<file path="src/hdl/pulse_pkg.sv">
package pulse_pkg;

	// One serial byte
	typedef logic [7:0] byte_t;

	// Period length in clock cycles
	typedef logic [31:0] period_t;

	// Pulse width or delay in clock cycles
	typedef logic [15:0] width_t;

	// Pre-attenuator setting
	typedef logic [6:0] att_t;

	// Control byte codes, sent last in each frame
	localparam byte_t cmd_set_delay    = 8'd0; // Delay between pulse 1 and pulse 2
	localparam byte_t cmd_set_period   = 8'd1; // Full 32-bit repetition period
	localparam byte_t cmd_set_pulse1   = 8'd2; // Pulse 1 width
	localparam byte_t cmd_set_pulse2   = 8'd3; // Pulse 2 width
	localparam byte_t cmd_blank_pulse1 = 8'd4; // Suppress pulse 1, data bit 0
	localparam byte_t cmd_set_cpmg     = 8'd5; // CPMG train on/off, data bit 0
	localparam byte_t cmd_set_att      = 8'd6; // Attenuator, low seven bits

	// Data bytes ahead of the control byte, least significant first
	localparam int frame_data_bytes = 4;

endpackage
</file>
<file path="src/hdl/pulse_params_if.sv">
interface pulse_params_if;

	pulse_pkg::period_t period;  // Repetition period in clocks
	pulse_pkg::width_t p1_width; // Pulse 1 high time
	pulse_pkg::width_t delay;    // Gap after pulse 1, half spacing in CPMG
	pulse_pkg::width_t p2_width; // Pulse 2 high time
	logic cpmg;                  // Repeat pulse 2 through the period
	logic blank;                 // Hold pulse 1 low

	// Register bank owns the values
	modport bank (
		output period,
		output p1_width,
		output delay,
		output p2_width,
		output cpmg,
		output blank
	);

	// Sequencer only reads them
	modport seq (
		input period,
		input p1_width,
		input delay,
		input p2_width,
		input cpmg,
		input blank
	);

endinterface

</file>
<file path="src/hdl/pulse_control_top.sv">
module pulse_control_top #(
	parameter int                 clks_per_bit  = 104,
	parameter pulse_pkg::period_t init_period   = 32'd10000,
	parameter pulse_pkg::width_t  init_p1_width = 16'd40,
	parameter pulse_pkg::width_t  init_delay    = 16'd150,
	parameter pulse_pkg::width_t  init_p2_width = 16'd40,
	parameter bit                 init_cpmg     = 1'b0
) (
	input  logic       clk,
	input  logic       arst_n,
	input  logic       rx,
	output logic       tx,
	output logic [6:0] pre_att,
	output logic       sync,
	output logic       pulse1,
	output logic       pulse2
);

	logic             rx_valid;  // Byte strobe
	pulse_pkg::byte_t rx_byte;
	logic             cmd_valid; // Frame strobe
	pulse_pkg::byte_t cmd_code;
	logic [31:0]      cmd_data;
	logic             tx_start;  // Reply strobe
	pulse_pkg::byte_t tx_byte;
	logic             tx_busy;

	pulse_params_if params ();

	uart_rx #(.clks_per_bit(clks_per_bit)) uart_rx_i (
		.clk(clk), .arst_n(arst_n),
		.rx(rx), .rx_valid(rx_valid), .rx_byte(rx_byte)
	);

	frame_decoder frame_decoder_i (
		.clk(clk), .arst_n(arst_n),
		.rx_valid(rx_valid), .rx_byte(rx_byte),
		.cmd_valid(cmd_valid), .cmd_code(cmd_code), .cmd_data(cmd_data)
	);

	param_bank #(
		.init_period(init_period), .init_p1_width(init_p1_width), .init_delay(init_delay),
		.init_p2_width(init_p2_width), .init_cpmg(init_cpmg)
	) param_bank_i (
		.clk(clk), .arst_n(arst_n),
		.cmd_valid(cmd_valid), .cmd_code(cmd_code), .cmd_data(cmd_data),
		.params(params.bank), .pre_att(pre_att),
		.tx_busy(tx_busy), .tx_start(tx_start), .tx_byte(tx_byte)
	);

	uart_tx #(.clks_per_bit(clks_per_bit)) uart_tx_i (
		.clk(clk), .arst_n(arst_n),
		.tx_start(tx_start), .tx_byte(tx_byte), .tx(tx), .tx_busy(tx_busy)
	);

	pulse_sequencer pulse_sequencer_i (
		.clk(clk), .arst_n(arst_n), .params(params.seq),
		.sync(sync), .pulse1(pulse1), .pulse2(pulse2)
	);

endmodule

</file>
<file path="src/hdl/pulse_sequencer.sv">
module pulse_sequencer (
	input  logic        clk,
	input  logic        arst_n,
	pulse_params_if.seq params,
	output logic        sync,
	output logic        pulse1,
	output logic        pulse2
);

	pulse_pkg::period_t cnt;       // Cycle within the period
	pulse_pkg::period_t nxt_start; // Next pulse 2 start cycle
	pulse_pkg::period_t cur_next;
	pulse_pkg::period_t step;      // CPMG spacing, 2*delay + p2_width
	pulse_pkg::width_t  p2_left;   // Pulse 2 cycles still to go

	// Shadows, frozen for the whole period
	pulse_pkg::period_t sh_period;
	pulse_pkg::width_t  sh_p1_width;
	pulse_pkg::width_t  sh_delay;
	pulse_pkg::width_t  sh_p2_width;
	logic               sh_cpmg;
	logic               sh_blank;

	// Values in force this cycle, live ones on cycle 0
	pulse_pkg::period_t cur_period;
	pulse_pkg::width_t  cur_p1_width;
	pulse_pkg::width_t  cur_delay;
	pulse_pkg::width_t  cur_p2_width;
	logic               cur_cpmg;
	logic               cur_blank;

	logic at_start; // Period cycle 0
	logic wrap;     // Last cycle of the period
	logic p2_hit;   // A pulse 2 starts here

	assign at_start     = (cnt == '0);
	assign cur_period   = at_start ? params.period : sh_period;
	assign cur_p1_width = at_start ? params.p1_width : sh_p1_width;
	assign cur_delay    = at_start ? params.delay : sh_delay;
	assign cur_p2_width = at_start ? params.p2_width : sh_p2_width;
	assign cur_cpmg     = at_start ? params.cpmg : sh_cpmg;
	assign cur_blank    = at_start ? params.blank : sh_blank;

	// 33-bit compare so period 0 behaves like period 1
	assign wrap     = ({1'b0, cnt} + 33'd1) >= {1'b0, cur_period};
	assign cur_next = at_start ? {16'b0, cur_p1_width} + {16'b0, cur_delay} : nxt_start;
	assign step     = {15'b0, cur_delay, 1'b0} + {16'b0, cur_p2_width};
	assign p2_hit   = (cnt == cur_next);

	always_ff @(posedge clk) begin
		if (at_start) begin
			sh_period   <= params.period;
			sh_p1_width <= params.p1_width;
			sh_delay    <= params.delay;
			sh_p2_width <= params.p2_width;
			sh_cpmg     <= params.cpmg;
			sh_blank    <= params.blank;
		end
	end

	// Outputs lag cnt by one cycle, all alike
	always_ff @(posedge clk or negedge arst_n) begin
		if (!arst_n) begin
			cnt       <= '0;
			nxt_start <= '0;
			p2_left   <= '0;
			sync      <= 1'b0;
			pulse1    <= 1'b0;
			pulse2    <= 1'b0;
		end else begin
			cnt    <= wrap ? '0 : cnt + 1'b1;
			sync   <= at_start;
			pulse1 <= !cur_blank && (cnt[31:16] == '0) && (cnt[15:0] < cur_p1_width);
			nxt_start <= (p2_hit && cur_cpmg) ? cur_next + step : cur_next; // Hahn, one hit only
			if (p2_hit) begin
				pulse2  <= (cur_p2_width != '0);
				p2_left <= (cur_p2_width != '0) ? cur_p2_width - 1'b1 : '0;
			end else if (at_start || p2_left == '0) begin
				pulse2  <= 1'b0; // New period cuts a late pulse
				p2_left <= '0;
			end else begin
				pulse2  <= 1'b1;
				p2_left <= p2_left - 1'b1;
			end
		end
	end

endmodule

</file>
<file path="src/hdl/param_bank.sv">
module param_bank #(
	parameter pulse_pkg::period_t init_period   = 32'd10000,
	parameter pulse_pkg::width_t  init_p1_width = 16'd40,
	parameter pulse_pkg::width_t  init_delay    = 16'd150,
	parameter pulse_pkg::width_t  init_p2_width = 16'd40,
	parameter bit                 init_cpmg     = 1'b0
) (
	input  logic             clk,
	input  logic             arst_n,
	input  logic             cmd_valid,
	input  pulse_pkg::byte_t cmd_code,
	input  logic [31:0]      cmd_data,
	pulse_params_if.bank     params,
	output pulse_pkg::att_t  pre_att,
	input  logic             tx_busy,
	output logic             tx_start,
	output pulse_pkg::byte_t tx_byte
);

	pulse_pkg::byte_t reply_sum;     // Checksum echoed to the host
	logic             reply_pending; // Reply waits for the transmitter

	// Modulo-256 sum of the four data bytes
	assign reply_sum = cmd_data[7:0] + cmd_data[15:8] + cmd_data[23:16] + cmd_data[31:24];

	// Goes out as soon as the line is free
	assign tx_start = reply_pending & ~tx_busy;

	always_ff @(posedge clk or negedge arst_n) begin
		if (!arst_n) begin
			params.period   <= init_period;
			params.p1_width <= init_p1_width;
			params.delay    <= init_delay;
			params.p2_width <= init_p2_width;
			params.cpmg     <= init_cpmg;
			params.blank    <= 1'b0;
			pre_att         <= '0;
			reply_pending   <= 1'b0;
		end else begin
			if (cmd_valid) begin
				case (cmd_code)
					pulse_pkg::cmd_set_delay:    params.delay    <= cmd_data[15:0];
					pulse_pkg::cmd_set_period:   params.period   <= cmd_data;
					pulse_pkg::cmd_set_pulse1:   params.p1_width <= cmd_data[15:0];
					pulse_pkg::cmd_set_pulse2:   params.p2_width <= cmd_data[15:0];
					pulse_pkg::cmd_blank_pulse1: params.blank    <= cmd_data[0];
					pulse_pkg::cmd_set_cpmg:     params.cpmg     <= cmd_data[0];
					pulse_pkg::cmd_set_att:      pre_att         <= cmd_data[6:0];
					default: ; // Unknown code, registers untouched
				endcase
			end
			if (cmd_valid) reply_pending <= 1'b1; // New reply wins over a launch
			else if (tx_start) reply_pending <= 1'b0;
		end
	end

	always_ff @(posedge clk) begin
		if (cmd_valid) tx_byte <= reply_sum;
	end

endmodule

</file>
<file path="src/hdl/frame_decoder.sv">
module frame_decoder (
	input  logic             clk,
	input  logic             arst_n,
	input  logic             rx_valid,
	input  pulse_pkg::byte_t rx_byte,
	output logic             cmd_valid,
	output pulse_pkg::byte_t cmd_code,
	output logic [31:0]      cmd_data
);

	localparam logic [2:0] last_data = 3'(pulse_pkg::frame_data_bytes); // Index of control byte

	logic [2:0] byte_cnt; // Bytes of the current frame seen so far

	always_ff @(posedge clk or negedge arst_n) begin
		if (!arst_n) begin
			byte_cnt  <= '0;
			cmd_valid <= 1'b0;
		end else begin
			cmd_valid <= 1'b0;
			if (rx_valid) begin
				if (byte_cnt == last_data) begin
					byte_cnt  <= '0; // Frame complete
					cmd_valid <= 1'b1;
				end else begin
					byte_cnt <= byte_cnt + 1'b1;
				end
			end
		end
	end

	// Data bytes land at 8 * index, control byte is kept raw
	always_ff @(posedge clk) begin
		if (rx_valid) begin
			if (byte_cnt == last_data) cmd_code <= rx_byte;
			else cmd_data[{byte_cnt[1:0], 3'b000} +: 8] <= rx_byte;
		end
	end

endmodule

</file>
<file path="src/hdl/uart_tx.sv">
module uart_tx #(
	parameter int clks_per_bit = 104
) (
	input  logic             clk,
	input  logic             arst_n,
	input  logic             tx_start,
	input  pulse_pkg::byte_t tx_byte,
	output logic             tx,
	output logic             tx_busy
);

	localparam int cnt_w = $clog2(clks_per_bit + 1);
	typedef logic [cnt_w-1:0] cnt_t;
	localparam cnt_t last_cnt = cnt_t'(clks_per_bit - 1); // Last clock of a bit

	typedef enum logic [1:0] {st_idle, st_start, st_data, st_stop} state_t;

	state_t           state;
	cnt_t             bit_cnt; // Bit timer
	logic [2:0]       bit_idx; // Data bit being sent
	pulse_pkg::byte_t shreg;   // Remaining data bits, LSB on the line

	assign tx_busy = (state != st_idle);

	always_ff @(posedge clk or negedge arst_n) begin
		if (!arst_n) begin
			state   <= st_idle;
			bit_cnt <= '0;
			bit_idx <= '0;
			tx      <= 1'b1; // Mark level
		end else begin
			if (state == st_idle) begin
				bit_cnt <= '0;
				bit_idx <= '0;
				if (tx_start) begin
					tx    <= 1'b0; // Start bit
					state <= st_start;
				end
			end else if (bit_cnt != last_cnt) begin
				bit_cnt <= bit_cnt + 1'b1;
			end else begin
				bit_cnt <= '0;
				case (state)
					st_start: begin
						tx    <= shreg[0];
						state <= st_data;
					end
					st_data: begin
						bit_idx <= bit_idx + 1'b1;
						if (bit_idx == 3'd7) begin
							tx    <= 1'b1; // Stop bit
							state <= st_stop;
						end else begin
							tx <= shreg[1]; // Next bit after the shift
						end
					end
					default: state <= st_idle; // Stop bit done
				endcase
			end
		end
	end

	always_ff @(posedge clk) begin
		if (state == st_idle && tx_start) shreg <= tx_byte;
		else if (state == st_data && bit_cnt == last_cnt) shreg <= shreg >> 1;
	end

endmodule

</file>
<file path="src/hdl/uart_rx.sv">
module uart_rx #(
	parameter int clks_per_bit = 104
) (
	input  logic             clk,
	input  logic             arst_n,
	input  logic             rx,
	output logic             rx_valid,
	output pulse_pkg::byte_t rx_byte
);

	localparam int cnt_w = $clog2(clks_per_bit + 1);
	typedef logic [cnt_w-1:0] cnt_t;
	localparam cnt_t last_cnt = cnt_t'(clks_per_bit - 1);  // End of one bit time
	localparam cnt_t half_cnt = cnt_t'(clks_per_bit / 2 - 1); // Middle of start bit

	typedef enum logic [1:0] {st_idle, st_start, st_data, st_stop} state_t;

	state_t     state;
	logic       rx_meta; // First synchronizer stage
	logic       rx_sync; // Safe to use in logic
	cnt_t       bit_cnt; // Clocks within the current bit
	logic [2:0] bit_idx; // Data bit number

	always_ff @(posedge clk or negedge arst_n) begin
		if (!arst_n) begin
			rx_meta  <= 1'b1; // Line idles high
			rx_sync  <= 1'b1;
			state    <= st_idle;
			bit_cnt  <= '0;
			bit_idx  <= '0;
			rx_valid <= 1'b0;
		end else begin
			rx_meta  <= rx;
			rx_sync  <= rx_meta;
			rx_valid <= 1'b0; // Strobe by default
			case (state)
				st_idle: begin
					bit_cnt <= '0;
					if (!rx_sync) state <= st_start; // Falling edge of start bit
				end
				st_start: begin
					if (bit_cnt == half_cnt) begin
						bit_cnt <= '0;
						bit_idx <= '0;
						state   <= rx_sync ? st_idle : st_data; // Glitch, not a start bit
					end else begin
						bit_cnt <= bit_cnt + 1'b1;
					end
				end
				st_data: begin
					if (bit_cnt == last_cnt) begin
						bit_cnt <= '0;
						bit_idx <= bit_idx + 1'b1;
						if (bit_idx == 3'd7) state <= st_stop;
					end else begin
						bit_cnt <= bit_cnt + 1'b1;
					end
				end
				st_stop: begin
					if (bit_cnt == last_cnt) begin
						rx_valid <= rx_sync; // Framing error drops the byte
						state    <= st_idle;
					end else begin
						bit_cnt <= bit_cnt + 1'b1;
					end
				end
				default: state <= st_idle;
			endcase
		end
	end

	// LSB arrives first, shift in from the top
	always_ff @(posedge clk) begin
		if (state == st_data && bit_cnt == last_cnt) rx_byte <= {rx_sync, rx_byte[7:1]};
	end

endmodule

</file>
<file path="config.mk">
export PLATFORM = sky130hd
export DESIGN_NAME = pulse_control_top
export DESIGN_NICKNAME = d
export VERILOG_FILES = /design/src/hdl/pulse_pkg.sv /design/src/hdl/pulse_params_if.sv /design/src/hdl/pulse_control_top.sv /design/src/hdl/pulse_sequencer.sv /design/src/hdl/param_bank.sv /design/src/hdl/frame_decoder.sv /design/src/hdl/uart_tx.sv /design/src/hdl/uart_rx.sv
export SDC_FILE = /design/constraint.sdc
export NUM_CORES = 1
export LEC_CHECK = 0
export ABC_CLOCK_PERIOD_IN_PS = 17820
export BUFFER_PORTS_ARGS = -buffer_cell sky130_fd_sc_hd__buf_2
export CAP_MARGIN = 20
export CORE_MARGIN = 1
export CORE_UTILIZATION = 65
export DETAILED_ROUTE_END_ITERATION = 6
export HOLD_SLACK_MARGIN = 0.06
export PLACE_DENSITY = 0.81
export SLEW_MARGIN = 20
export SYNTH_ARGS = -nofsm -noshare
export SYNTH_HDL_FRONTEND = slang
export SYNTH_SLANG_ARGS = --single-unit
</file>
<file path="constraint.sdc">
create_clock -name clk -period 17.82 [get_ports clk]
set_clock_uncertainty 0.15 [all_clocks]
set_input_delay 0.891 -clock clk [delete_from_list [all_inputs] [get_ports clk]]
set_output_delay 0.891 -clock clk [all_outputs]
set_load 0.05 [all_outputs]
</file>
==> results.py <==
metrics = {
    "status": {
        "status": "completed",
    },
    "clock_network": {
        "cts_tree": "done",
        "htree_num_levels": 2,
        "cts_resized": 0,
        "ctsHoldBuffers": 0,
        "cts_setup_buffers": 0,
        "worstSkewPairLatency_ns": 0.54,
        "cts_root_buf": "clkbuf_16",
        "path_clk_slew_ns": 0.06,
        "clk_path_buf_depth": 3,
        "clkSinkCount": 351,
        "cts_buffers": 38,
    },
    "hold_path": {
        "hold_path.class": "input port to async pin",
    },
    "drt": {
        "vias": 14766,
        "drc_errors": 0,
        "finalWirelength_um": 50930,
        "vias_per_cell": 6.313,
        "routedWlPerCell_um": 21.78,
        "dr.first_iter.drc_count": 1335,
        "ant_nets": 0,
        "first_pass_iters": 5,
    },
    "floorplanning": {
        "core_region_area_um2": 29800,
        "die_area_um2": 31080,
        "num_rows": 63,
        "dieHeight_um": 176.3,
        "start_util": 0.6627,
        "die_w_um": 176.3,
        "ioPinCount": 14,
    },
    "yosys": {
        "ys_seq_area_frac": 0.4413,
        "ys_ff_latch": 351,
        "synth-edff-count": 64,
        "yosysWarningCount": 0,
        "synth_ff_type": "dfrtp_1",
        "synth.avg_cell_area_um2": 10.18,
        "synth_nets": 2077,
        "async_reset_ff_frac": 0.5840,
        "netlist_area_um2": 19750,
        "synth.distinct_cells": 89,
        "synthCells": 1940,
    },
    "sta": {
        "tightest_slew_ns": 1.040,
        "slew_viol_final": 0,
        "fin_crit_ns": 7.339,
        "fin_tns_setup_ns": 0,
        "slew_headroom": 0.3050,
        "fin_crit_sh": 0.4119,
        "final-hold-violation-count": 0,
        "setup_viol": 0,
        "fin_ws_ns": 10.48,
        "fmax_ghz": 0.1363,
        "rsz0062_at_grt": "false",
    },
    "power": {
        "p_leak_uw": 0.01036,
        "power.density_nw_per_um2": 76.55,
        "total_power_uw": 1632,
        "ir_drop_mv": 0.09654,
    },
    "worst_setup_path": {
        "critical-path-max-stage-delay_ns": 0.69,
        "critPathBufInv": 1,
        "start_kind": "register",
        "cpLargestDelayFamily": "compound AO/OA/AOI/OAI gates",
        "end_kind": "register",
        "critPathArrivalTime_ns": 7.62,
        "required_ns": 18.10,
        "crit_slowest_cell": "nor2_4",
        "critPathKind": "register to register",
        "path_cells": "nor4_1 -> nand4_1 -> nor2_4 -> mux2i_1 -> xor2_1 -> ha_1 -> nor2_1 -> nand2_1 -> a21oi_1 -> a211oi_1 -> maj3_1 -> mux2i_1 -> xnor2_1 -> ha_1 -> o21ai_0 -> nand2b_1 -> a2111oi_0 -> nor3_1 -> maj3_1 -> a311oi_1 -> o41a_1 -> inv_1 -> and2_1 -> a31o_1",
        "crit_fanout": 26,
    },
    "cells_and_area": {
        "drive_gt1_frac": 0.1185,
        "n_antenna_cell": 0,
        "most-common-layout-cells": "211 x nand2_1, 189 x dfrtp_1, 119 x ha_1, 117 x inv_1, 112 x xnor2_1",
        "syn_to_final_growth_pct": 7.984,
        "final_core_util": 0.7156,
        "nNetsFinal": 2058,
        "final_common_cell": "nand2_1",
    },
    "placement": {
        "place.gp.congestion": 1.046,
        "dp_worst_setup_slack_ns": 10.57,
        "io_buffers": 13,
        "dp_hpwl_um": 36410,
    },
    "global_route": {
        "grt_max_degree": 77,
        "grt_pass1_wl_um": 80010,
        "overflow": 0,
        "grt_pass1_vias": 14429,
        "gr-usage-all-layers": 0.3357,
        "grt_antenna_before_repair": 0,
    },
    "flow_run": {
        "maxCapViolations": 0,
    },
}
## path summary, 6_finish.rpt
path / startpoint / endpoint / slack (ns) / cells past startpoint
max: pulse_sequencer_i.cnt[21]$_DFF_PN0_ / pulse_sequencer_i.nxt_start[20]$_DFF_PN0_ / 10.48 / 24
min: arst_n / pulse_sequencer_i.nxt_start[9]$_DFF_PN0_ / 0.19 / 1
max reg2reg: pulse_sequencer_i.cnt[21]$_DFF_PN0_ / pulse_sequencer_i.nxt_start[20]$_DFF_PN0_ / 10.48 / 24
min reg2reg: uart_rx_i.rx_meta$_DFF_PN1_ / uart_rx_i.rx_sync$_DFF_PN1_ / 0.21 / 0
max in group asynchronous: arst_n / frame_decoder_i.byte_cnt[1]$_DFFE_PN0P_ / 15.90 / 2
min in group clk: uart_rx_i.rx_meta$_DFF_PN1_ / uart_rx_i.rx_sync$_DFF_PN1_ / 0.21 / 0
## area by class of cell
| class | instances | area [µm²] |
|---|---|---|
| clock buffer | 52 | 1085 |
| clock inverter | 16 | 192.7 |
| fill | 2112 | 8473 |
| inverter | 118 | 447.9 |
| multi-input combinational | 1392 | 10270 |
| sequential | 351 | 8713 |
| tap | 390 | 488.0 |
| timing repair buffer | 20 | 126.4 |
## power breakdown
part | switching (µW) | leakage [µW] | total, µW | internal, µW
combinational | 9.20 | 0.00578 | 9.87 | 0.655
clock | 325 | 0.000634 | 810 | 485
sequential | 0.162 | 0.00395 | 813 | 812
total | 334 | 0.0104 | 1630 | 1300
## sequential cells by signal, summed over array words and instances, names as in the netlist, 3 cells and up, named ones only
register and cells:
frame_decoder_i.cmd_code 8, param_bank_i.pre_att 7, param_bank_i.params.period 32, frame_decoder_i.cmd_data 32, uart_rx_i.rx_byte 8, pulse_sequencer_i.sh_p2_width 16
frame_decoder_i.byte_cnt 3, pulse_sequencer_i.sh_delay 16, uart_tx_i.bit_idx 3, param_bank_i.tx_byte 8, uart_rx_i.bit_cnt 7, param_bank_i.params.p2_width 16
param_bank_i.params.p1_width 16, pulse_sequencer_i.p2_left 16, param_bank_i.params.delay 16, pulse_sequencer_i.cnt 32, uart_tx_i.bit_cnt 7, pulse_sequencer_i.nxt_start 32
uart_tx_i.shreg 8, pulse_sequencer_i.sh_period 32, uart_rx_i.bit_idx 3, pulse_sequencer_i.sh_p1_width 16
## routing by layer
metal  GRT usage  part of all wire  vias up
li1            -                 -     6780
met4      0.2029             0.064        0
met1      0.4331              0.41     7223
met5           0                 0        -
met3     0.05082             0.063      166
met2      0.5361              0.47      597
## metrics by stage
| stage | instance area [µm²] | hold WS, ns | instances |
|---|---|---|---|
| global route | 21320 | 0.2130 | 2339 |
| detailed placement | 20050 | 0.2011 | 2271 |
| floorplan | 19750 | 0.1952 | 1940 |
| global placement | 20050 | 0.1956 | 2271 |
| CTS | 21320 | 0.2088 | 2339 |
| finish | 21320 | 0.1902 | 2339 |
## cell usage after synthesis, types with 16 or more instances
master	n	share of area
nor3_1	34	0.0086
and3_1	50	0.016
and2_1	49	0.016
mux2_2	100	0.057
nor4_1	18	0.0057
ha_1	119	0.075
dfrtp_1	189	0.24
a21oi_1	75	0.019
o21ai_0	68	0.017
dfxtp_1	82	0.083
xor2_1	62	0.027
xnor2_1	112	0.050
o22ai_1	19	0.0060
mux2i_1	54	0.027
o21a_1	19	0.0072
nand3_1	37	0.0094
nor2_1	93	0.018
inv_1	117	0.022
nand2_1	211	0.040
nand4_1	27	0.0086
dfstp_2	16	0.021
clkbuf_1	49	0.0093
a21o_1	27	0.010
edfxtp_1	64	0.097
## logic make-up after synthesis
family,after synthesis,synth area share
fa+ha+maj,141,0.09416
simple gates,599,0.1531
compound gates,317,0.1061
buf+inv,197,0.03929
xor+xnor,176,0.07882
flops,351,0.4413
mux,159,0.08725
(Power assumes the default switching activity.)
